$ cat config.mk
export PLATFORM = sky130hd
export DESIGN_NAME = pipe_tracer_top
export DESIGN_NICKNAME = d
export VERILOG_FILES = /design/src/trace_pkg.sv /design/src/wb_tag_if.sv /design/src/instr_tag_pipe.sv /design/src/stage_timing.sv /design/src/retire_recorder.sv /design/src/pipe_tracer_top.sv
export SDC_FILE = /design/constraint.sdc
export NUM_CORES = 1
export LEC_CHECK = 0
export BUFFER_PORTS_ARGS = -buffer_cell sky130_fd_sc_hd__buf_2
export CAP_MARGIN = 20
export CORE_MARGIN = 3
export CORE_UTILIZATION = 55
export DETAILED_ROUTE_END_ITERATION = 6
export GPL_ROUTABILITY_DRIVEN = 0
export GPL_TIMING_DRIVEN = 0
export HOLD_SLACK_MARGIN = 0.05
export PLACE_DENSITY = 0.75
export SLEW_MARGIN = 20
export SYNTH_ARGS = -nofsm -noshare
export SYNTH_HDL_FRONTEND = slang
export SYNTH_HIERARCHICAL = 1
export SYNTH_SLANG_ARGS = --single-unit
$ cat constraint.sdc
create_clock -name clk -period 12.4 [get_ports clk]
set_input_delay 0.62 -clock clk [delete_from_list [all_inputs] [get_ports clk]]
set_output_delay 0.62 -clock clk [all_outputs]
set_load 0.02 [all_outputs]
$ cat src/trace_pkg.sv
/* shared types and constants for the pipeline retirement tracer.
   Imported by the tag pipe, the stage timing block and the interface. */

package trace_pkg;

    ////////////////////
    // data types
    ////////////////////

    // pc and instruction words of the traced cpu
    typedef logic [31:0] word_t;

    ////////////////////
    // pipeline shape
    ////////////////////

    // fetch, decode, execute, memory, write-back
    localparam int PIPE_DEPTH = 5;

    // slot index of each stage in the shadow arrays
    localparam int STG_FETCH  = 0;
    localparam int STG_DECODE = 1;
    localparam int STG_EXEC   = 2;
    localparam int STG_MEM    = 3;

    // write-back is always the last slot
    localparam int STG_WB     = PIPE_DEPTH - 1;

endpackage

$ cat src/wb_tag_if.sv
`timescale 1ns/1ps

/* write-back stage identity from the tag pipe to the retire recorder.
   The tag pipe drives source and the recorder reads sink. */

interface wb_tag_if #(
    parameter int SEQ_W = 16
) ();
    import trace_pkg::*;

    // instruction sitting in write-back this cycle
    logic             valid;
    logic [SEQ_W-1:0] seq;
    word_t            pc;
    word_t            instr;

    modport source (
        output valid, seq, pc, instr
    );

    modport sink (
        input valid, seq, pc, instr
    );

endinterface

$ cat src/instr_tag_pipe.sv
`timescale 1ns/1ps

/* shadow pipe of valid bits, sequence numbers, pc and instruction words.
   Follows the cpu stall and flush rules and counts flushed entries. */

module instr_tag_pipe #(
    parameter int SEQ_W   = 16,
    parameter int CYCLE_W = 32
) (
    input  logic               clk,
    input  logic               rst,
    input  logic               fetch_valid,
    input  trace_pkg::word_t   fetch_pc,
    input  trace_pkg::word_t   fetch_instr,
    input  logic               stall,
    input  logic               flush,
    wb_tag_if.source           wb,
    output logic [CYCLE_W-1:0] flush_count
);
    import trace_pkg::*;

    logic                  hold;
    logic                  advance;
    logic                  accept;
    logic [1:0]            kill_cnt;
    logic [SEQ_W-1:0]      seq_next;
    logic [PIPE_DEPTH-1:0] valid_q;
    logic [SEQ_W-1:0]      seq_q   [PIPE_DEPTH];
    word_t                 pc_q    [PIPE_DEPTH];
    word_t                 instr_q [PIPE_DEPTH];

    // flush beats stall, stall freezes fetch and decode
    assign hold    = stall && !flush;
    assign advance = !stall && !flush;
    assign accept  = advance && fetch_valid;

    // occupants of fetch and decode lost on a flush edge
    assign kill_cnt = {1'b0, valid_q[STG_FETCH]} + {1'b0, valid_q[STG_DECODE]};

    ////////////////////
    // valid bits
    ////////////////////

    always_ff @(posedge clk) begin
        if (rst) begin
            valid_q <= '0;
        end else begin
            // front slots hold on stall, empty on flush
            valid_q[STG_FETCH]  <= hold ? valid_q[STG_FETCH] : accept;
            valid_q[STG_DECODE] <= hold ? valid_q[STG_DECODE] : (advance && valid_q[STG_FETCH]);
            // bubble into execute unless decode moves on
            valid_q[STG_EXEC]   <= advance && valid_q[STG_DECODE];
            for (int s = STG_MEM; s < PIPE_DEPTH; s++) begin
                valid_q[s] <= valid_q[s-1];
            end
        end
    end

    ////////////////////
    // identity payload
    ////////////////////

    always_ff @(posedge clk) begin
        if (!hold) begin
            seq_q[STG_DECODE]   <= seq_q[STG_FETCH];
            pc_q[STG_DECODE]    <= pc_q[STG_FETCH];
            instr_q[STG_DECODE] <= instr_q[STG_FETCH];
            if (accept) begin
                seq_q[STG_FETCH]   <= seq_next;
                pc_q[STG_FETCH]    <= fetch_pc;
                instr_q[STG_FETCH] <= fetch_instr;
            end
        end
        // back half always shifts, validity decides what counts
        for (int s = STG_EXEC; s < PIPE_DEPTH; s++) begin
            seq_q[s]   <= seq_q[s-1];
            pc_q[s]    <= pc_q[s-1];
            instr_q[s] <= instr_q[s-1];
        end
    end

    // next sequence number, wraps at SEQ_W
    always_ff @(posedge clk) begin
        if (rst) begin
            seq_next <= '0;
        end else if (accept) begin
            seq_next <= seq_next + 1'b1;
        end
    end

    // killed instruction counter
    always_ff @(posedge clk) begin
        if (rst) begin
            flush_count <= '0;
        end else if (flush) begin
            flush_count <= flush_count + CYCLE_W'(kill_cnt);
        end
    end

    // write-back slot out to the recorder
    assign wb.valid = valid_q[STG_WB];
    assign wb.seq   = seq_q[STG_WB];
    assign wb.pc    = pc_q[STG_WB];
    assign wb.instr = instr_q[STG_WB];

endmodule

$ cat src/stage_timing.sv
`timescale 1ns/1ps

/* cycle counter plus a shadow pipe of fetch timestamps and stall counts.
   Shifts in step with the tag pipe. Empty slots carry don't-care values. */

module stage_timing #(
    parameter int CYCLE_W = 32,
    parameter int STALL_W = 8
) (
    input  logic               clk,
    input  logic               rst,
    input  logic               fetch_valid,
    input  logic               stall,
    input  logic               flush,
    output logic [CYCLE_W-1:0] wb_fetch_cycle,
    output logic [STALL_W-1:0] wb_stall_cycles
);
    import trace_pkg::*;

    localparam logic [STALL_W-1:0] STALL_MAX = '1;

    logic               hold;
    logic               accept;
    logic [CYCLE_W-1:0] cycle_cnt;
    logic [CYCLE_W-1:0] stamp_q [PIPE_DEPTH];
    logic [STALL_W-1:0] stalls_q [PIPE_DEPTH];

    // same movement decode as the tag pipe
    assign hold   = stall && !flush;
    assign accept = !stall && !flush && fetch_valid;

    ////////////////////
    // free-running cycle counter
    ////////////////////

    // reads 0 at the first edge out of reset
    always_ff @(posedge clk) begin
        if (rst) begin
            cycle_cnt <= '0;
        end else begin
            cycle_cnt <= cycle_cnt + 1'b1;
        end
    end

    ////////////////////
    // timestamp and stall shadow
    ////////////////////

    always_ff @(posedge clk) begin
        if (hold) begin
            // held slots collect one stall each, saturating
            for (int s = STG_FETCH; s <= STG_DECODE; s++) begin
                if (stalls_q[s] != STALL_MAX) begin
                    stalls_q[s] <= stalls_q[s] + 1'b1;
                end
            end
        end else begin
            stamp_q[STG_DECODE]  <= stamp_q[STG_FETCH];
            stalls_q[STG_DECODE] <= stalls_q[STG_FETCH];
            if (accept) begin
                stamp_q[STG_FETCH]  <= cycle_cnt;
                stalls_q[STG_FETCH] <= '0;
            end
        end
        for (int s = STG_EXEC; s < PIPE_DEPTH; s++) begin
            stamp_q[s]  <= stamp_q[s-1];
            stalls_q[s] <= stalls_q[s-1];
        end
    end

    assign wb_fetch_cycle  = stamp_q[STG_WB];
    assign wb_stall_cycles = stalls_q[STG_WB];

endmodule

$ cat src/retire_recorder.sv
`timescale 1ns/1ps

/* joins write-back identity and timing into one registered trace record.
   trace_valid pulses one cycle per retired instruction. */

module retire_recorder #(
    parameter int SEQ_W   = 16,
    parameter int CYCLE_W = 32,
    parameter int STALL_W = 8
) (
    input  logic               clk,
    input  logic               rst,
    wb_tag_if.sink             wb,
    input  logic [CYCLE_W-1:0] wb_fetch_cycle,
    input  logic [STALL_W-1:0] wb_stall_cycles,
    output logic               trace_valid,
    output logic [SEQ_W-1:0]   trace_seq,
    output trace_pkg::word_t   trace_pc,
    output trace_pkg::word_t   trace_instr,
    output logic [CYCLE_W-1:0] trace_fetch_cycle,
    output logic [STALL_W-1:0] trace_stall_cycles,
    output logic [CYCLE_W-1:0] retire_count
);

    ////////////////////
    // strobe and counter
    ////////////////////

    always_ff @(posedge clk) begin
        if (rst) begin
            trace_valid  <= 1'b0;
            retire_count <= '0;
        end else begin
            trace_valid <= wb.valid;
            if (wb.valid) begin
                retire_count <= retire_count + 1'b1;
            end
        end
    end

    // record fields, held between strobes
    always_ff @(posedge clk) begin
        if (wb.valid) begin
            trace_seq          <= wb.seq;
            trace_pc           <= wb.pc;
            trace_instr        <= wb.instr;
            // timing side lines up with the same slot
            trace_fetch_cycle  <= wb_fetch_cycle;
            trace_stall_cycles <= wb_stall_cycles;
        end
    end

endmodule

$ cat src/pipe_tracer_top.sv
`timescale 1ns/1ps

/* top level of the retirement tracer. Hook the cpu strobes to the inputs
   and take one trace record per trace_valid pulse. */

module pipe_tracer_top #(
    parameter int SEQ_W   = 16,
    parameter int CYCLE_W = 32,
    parameter int STALL_W = 8
) (
    input  logic               clk,
    input  logic               rst,
    input  logic               fetch_valid,
    input  trace_pkg::word_t   fetch_pc,
    input  trace_pkg::word_t   fetch_instr,
    input  logic               stall,
    input  logic               flush,
    output logic               trace_valid,
    output logic [SEQ_W-1:0]   trace_seq,
    output trace_pkg::word_t   trace_pc,
    output trace_pkg::word_t   trace_instr,
    output logic [CYCLE_W-1:0] trace_fetch_cycle,
    output logic [STALL_W-1:0] trace_stall_cycles,
    output logic [CYCLE_W-1:0] retire_count,
    output logic [CYCLE_W-1:0] flush_count
);

    // timing results of the write-back slot
    logic [CYCLE_W-1:0] wb_fetch_cycle;
    logic [STALL_W-1:0] wb_stall_cycles;

    wb_tag_if #(.SEQ_W(SEQ_W)) wb_tag ();

    // identity side
    instr_tag_pipe #(
        .SEQ_W   (SEQ_W),
        .CYCLE_W (CYCLE_W)
    ) u_tag_pipe (
        .clk         (clk),
        .rst         (rst),
        .fetch_valid (fetch_valid),
        .fetch_pc    (fetch_pc),
        .fetch_instr (fetch_instr),
        .stall       (stall),
        .flush       (flush),
        .wb          (wb_tag.source),
        .flush_count (flush_count)
    );

    // timing side, runs in lockstep
    stage_timing #(
        .CYCLE_W (CYCLE_W),
        .STALL_W (STALL_W)
    ) u_stage_timing (
        .clk             (clk),
        .rst             (rst),
        .fetch_valid     (fetch_valid),
        .stall           (stall),
        .flush           (flush),
        .wb_fetch_cycle  (wb_fetch_cycle),
        .wb_stall_cycles (wb_stall_cycles)
    );

    retire_recorder #(
        .SEQ_W   (SEQ_W),
        .CYCLE_W (CYCLE_W),
        .STALL_W (STALL_W)
    ) u_recorder (
        .clk                (clk),
        .rst                (rst),
        .wb                 (wb_tag.sink),
        .wb_fetch_cycle     (wb_fetch_cycle),
        .wb_stall_cycles    (wb_stall_cycles),
        .trace_valid        (trace_valid),
        .trace_seq          (trace_seq),
        .trace_pc           (trace_pc),
        .trace_instr        (trace_instr),
        .trace_fetch_cycle  (trace_fetch_cycle),
        .trace_stall_cycles (trace_stall_cycles),
        .retire_count       (retire_count)
    );

endmodule

==> key figures <==
Status
  • Status: complete, no violations

STA
  • Post-layout min period: 2.95 ns
  • Worst Clk Skew: 0.0162 ns
  • Setup TNS: 0 ns
  • Rel. slew slack: 0.607
  • RSZ-0062 raised after global routing: false
  • Final Hold Fails: 0
  • Final setup viols: 0
  • Worst Max-Slew Pin Slew: 0.584 ns
  • Tcrit/Tclk final: 0.238
  • FMAX: 0.338 GHz
  • Final slew viol count: 0

Clock tree
  • Register clock-pin slew on the reported worst setup and hold paths: 0.07 ns
  • Post-CTS setup buffer count: 0
  • Post-CTS Hold Buffers: 0
  • Total CTS buffers: 79
  • Clock sinks: 838
  • Post-CTS sizing: 0
  • CTS tree: done
  • H-tree levels: 3
  • Clk_lat worst skew: 0.60 ns
  • Clk buf depth: 3
  • Clock Root Buffer: clkbuf_16

Detailed routing
  • Total wire length: 42.6 mm
  • Drt wl/cell: 17.0 um
  • DRT Pass-1 Iters: 5
  • Vias/cell: 4.99
  • Vias: 12500
  • Routed Antenna Nets: 0
  • Initial drt markers: 772
  • DRC: 0

Floorplanning
  • Die area: 47200 um^2
  • Die Y: 217 um
  • Core Area: 43600 um^2
  • Boundary pin count: 254
  • Die Width: 217 um
  • Num rows: 76
  • Starting Density: 0.564

Synthesis
  • EDFF count, synth: 360
  • Syn Nets: 1575
  • Syn Area/Cell: 16.4 um^2
  • Area share of the largest cell type after synthesis: 0.440
  • Ys flop type: dfxtp_1
  • Register area share after synthesis: 0.830
  • Count leader, synth: dfxtp_1
  • Most frequent cells after synthesis: dfxtp_1 (478), edfxtp_1 (360), buf_4 (90), nor2_1 (77), nand2_1 (47)
  • Post-synth ARST share: 0
  • Yosys warns: 6
  • Cell count after synthesis: 1499
  • Leading area contributor after synthesis: edfxtp_1
  • Synthesized flop and latch total: 838
  • Top cells by area, synth: edfxtp_1 (44%), dfxtp_1 (39%), buf_4 (2.8%)
  • Yosys cell types: 48
  • Cell Area, Synth: 24600 um^2

Setup path
  • Critical path arrival: 3.25 ns
  • Worst R2R Setup Slack: 9.59 ns
  • Req. time, crit path: 12.70 ns
  • RR Startpoint: u_tag_pipe/flush_count[0]$_SDFFE_PP0P_
  • Setup Crit Path Kind: input port to flop
  • Worst Setup End Kind: flop
  • Reg2reg end: u_tag_pipe/flush_count[21]$_SDFFE_PP0P_
  • Crit Path Max Fanout: 11
  • Startpoint Class: input port
  • R2R cell count: 8

Final layout
  • Register area: 20400 um^2
  • Post-route insts no fill: 2504
  • Final #Nets: 1927
  • Syn-to-layout area delta: 20.6%
  • Share of layout cells above drive strength 1: 0.280
  • Filler cell count: 2806
  • Multi-input gate area: 3300 um^2

Global route
  • Largest net degree at the start of global routing: 58
  • Vias in the first global route: 12600
  • GRT overflow: 0
  • First-pass GRT wire length: 66.8 mm
  • Gr usage total: 0.181
  • Antenna violations before repair: 9

Pwr
  • P per Cell Area: 190 nW/um^2
  • VDD IR max: 0.132 mV
  • Pleak: 11.5 nW
  • Power Total: 0.00563 W

Min path
  • WHS Endpoint: u_tag_pipe/instr_q[0][27]$_DFFE_PP_
  • Hold path cells: 1
  • HP Start: fetch_instr[27]
  • Hold Crit Class: input port to flop

Flow run
  • Maxcap violations: 0

Placement
  • DP Wirelength: 26.2 mm
  • DP Cell Count: 2355
  • I/O Buffers: 253
-- registers in the layout (all words and copies together), names as in the netlist --
register                       cells
u_stage_timing/stalls_q           40
u_tag_pipe/seq_q                  80
u_recorder/trace_fetch_cycle      32
u_tag_pipe/valid_q                 5
u_recorder/trace_stall_cycles      8
u_recorder/trace_valid             1
u_recorder/trace_instr            32
u_recorder/retire_count           32
u_tag_pipe/pc_q                  160
u_recorder/trace_seq              16
u_stage_timing/cycle_cnt          32
u_stage_timing/stamp_q           160
u_tag_pipe/flush_count            32
u_tag_pipe/seq_next               16
u_recorder/trace_pc               32
u_tag_pipe/instr_q               160
-- routing by layer --
| layer | up-vias | GRT usage | part of all wire | wire (um) |
|---|---|---|---|---|
| li1 | 5969 | - | - | - |
| met1 | 6039 | 0.220 | 0.41 | 17300 |
| met2 | 368 | 0.310 | 0.50 | 21300 |
| met3 | 96 | 0.0500 | 0.062 | 2650 |
| met4 | 12 | 0.0663 | 0.029 | 1250 |
| met5 | - | 0 | 0.0021 | 89 |
-- cell type report --
cell class                 instances  share of cell area
buffer                           123              0.0280
clock buffer                     103              0.0765
sequential                       838               0.688
inverter                          19             0.00241
clock inverter                    43              0.0188
multi-input combinational        519               0.111
timing repair buffer             271              0.0500
antenna                            3            0.000253
tap                              585              0.0247
-- cell families after synthesis --
logic type,after synthesis,share of synthesized area
muxes,22,0.00988
and+or+nand+nor,336,0.0769
buffers and inverters,142,0.0366
adders and majority gates,7,0.00387
DFF,838,0.830
AOI/OAI and AO/OA,98,0.0229
xor gates and xnor gates,56,0.0200
-- critical path: stages --
cell	delay [ns]
buf_2	0.14
buf_1	0.24
nor3b_2	0.39
buf_4	0.27
buf_4	0.19
buf_4	0.21
buf_4	0.22
buf_4	0.21
buf_6	0.17
buf_6	0.17
buf_4	0.19
buf_4	0.21
-- through the flow --
step	area, um^2	hold WS (ns)	setup slack, ns	util
after global routing	29600	0.156	9.27	0.680
after floorplan	24600	0.310	4.61	-
after detailed placement	26800	0.312	8.85	0.615
after global placement	26600	0.310	1.11	0.610
final	29600	0.194	9.45	0.680
after CTS	29600	0.154	9.45	0.680
-- worst max path at each step --
stage | from | end | slack, ns
after floorplan | flush | u_tag_pipe/seq_next[2]$_SDFFE_PP0P_ | 4.61
after global placement | flush | u_tag_pipe/seq_next[2]$_SDFFE_PP0P_ | 1.11
after detailed placement | flush | u_tag_pipe/pc_q[0][10]$_DFFE_PP_ | 8.85
after CTS | flush | u_tag_pipe/pc_q[0][18]$_DFFE_PP_ | 9.45
after global routing | flush | u_tag_pipe/pc_q[0][10]$_DFFE_PP_ | 9.27
final | flush | u_tag_pipe/pc_q[0][10]$_DFFE_PP_ | 9.45
-- report_power, final --
group	total, W	internal [W]	switching, W
logic	0.0000831	0.0000408	0.0000423
clock network	0.00252	0.00150	0.00102
registers	0.00303	0.00299	0.0000366
-- placed cells by master (no fill, tap or decap), drive strengths merged, types with 4 or more instances in the layout --
cell type | Yosys | layout
a21oi | 42 | 42
and2 | 4 | 4
and3 | 15 | 15
and4 | 11 | 11
buf | 102 | 373
bufinv | 0 | 9
clkbuf | 21 | 124
clkinv | 0 | 26
dfxtp | 478 | 478
edfxtp | 360 | 360
ha | 6 | 6
inv | 19 | 25
mux2 | 18 | 18
mux2i | 4 | 4
nand2 | 47 | 47
nand3 | 35 | 35
nand4 | 32 | 32
nor2 | 77 | 77
nor2b | 23 | 23
nor3 | 17 | 17
nor4 | 12 | 12
o21ai | 29 | 29
o31ai | 22 | 22
or3 | 21 | 21
or4 | 29 | 29
xnor2 | 19 | 19
xor2 | 37 | 37
(Power assumes the default switching activity.)
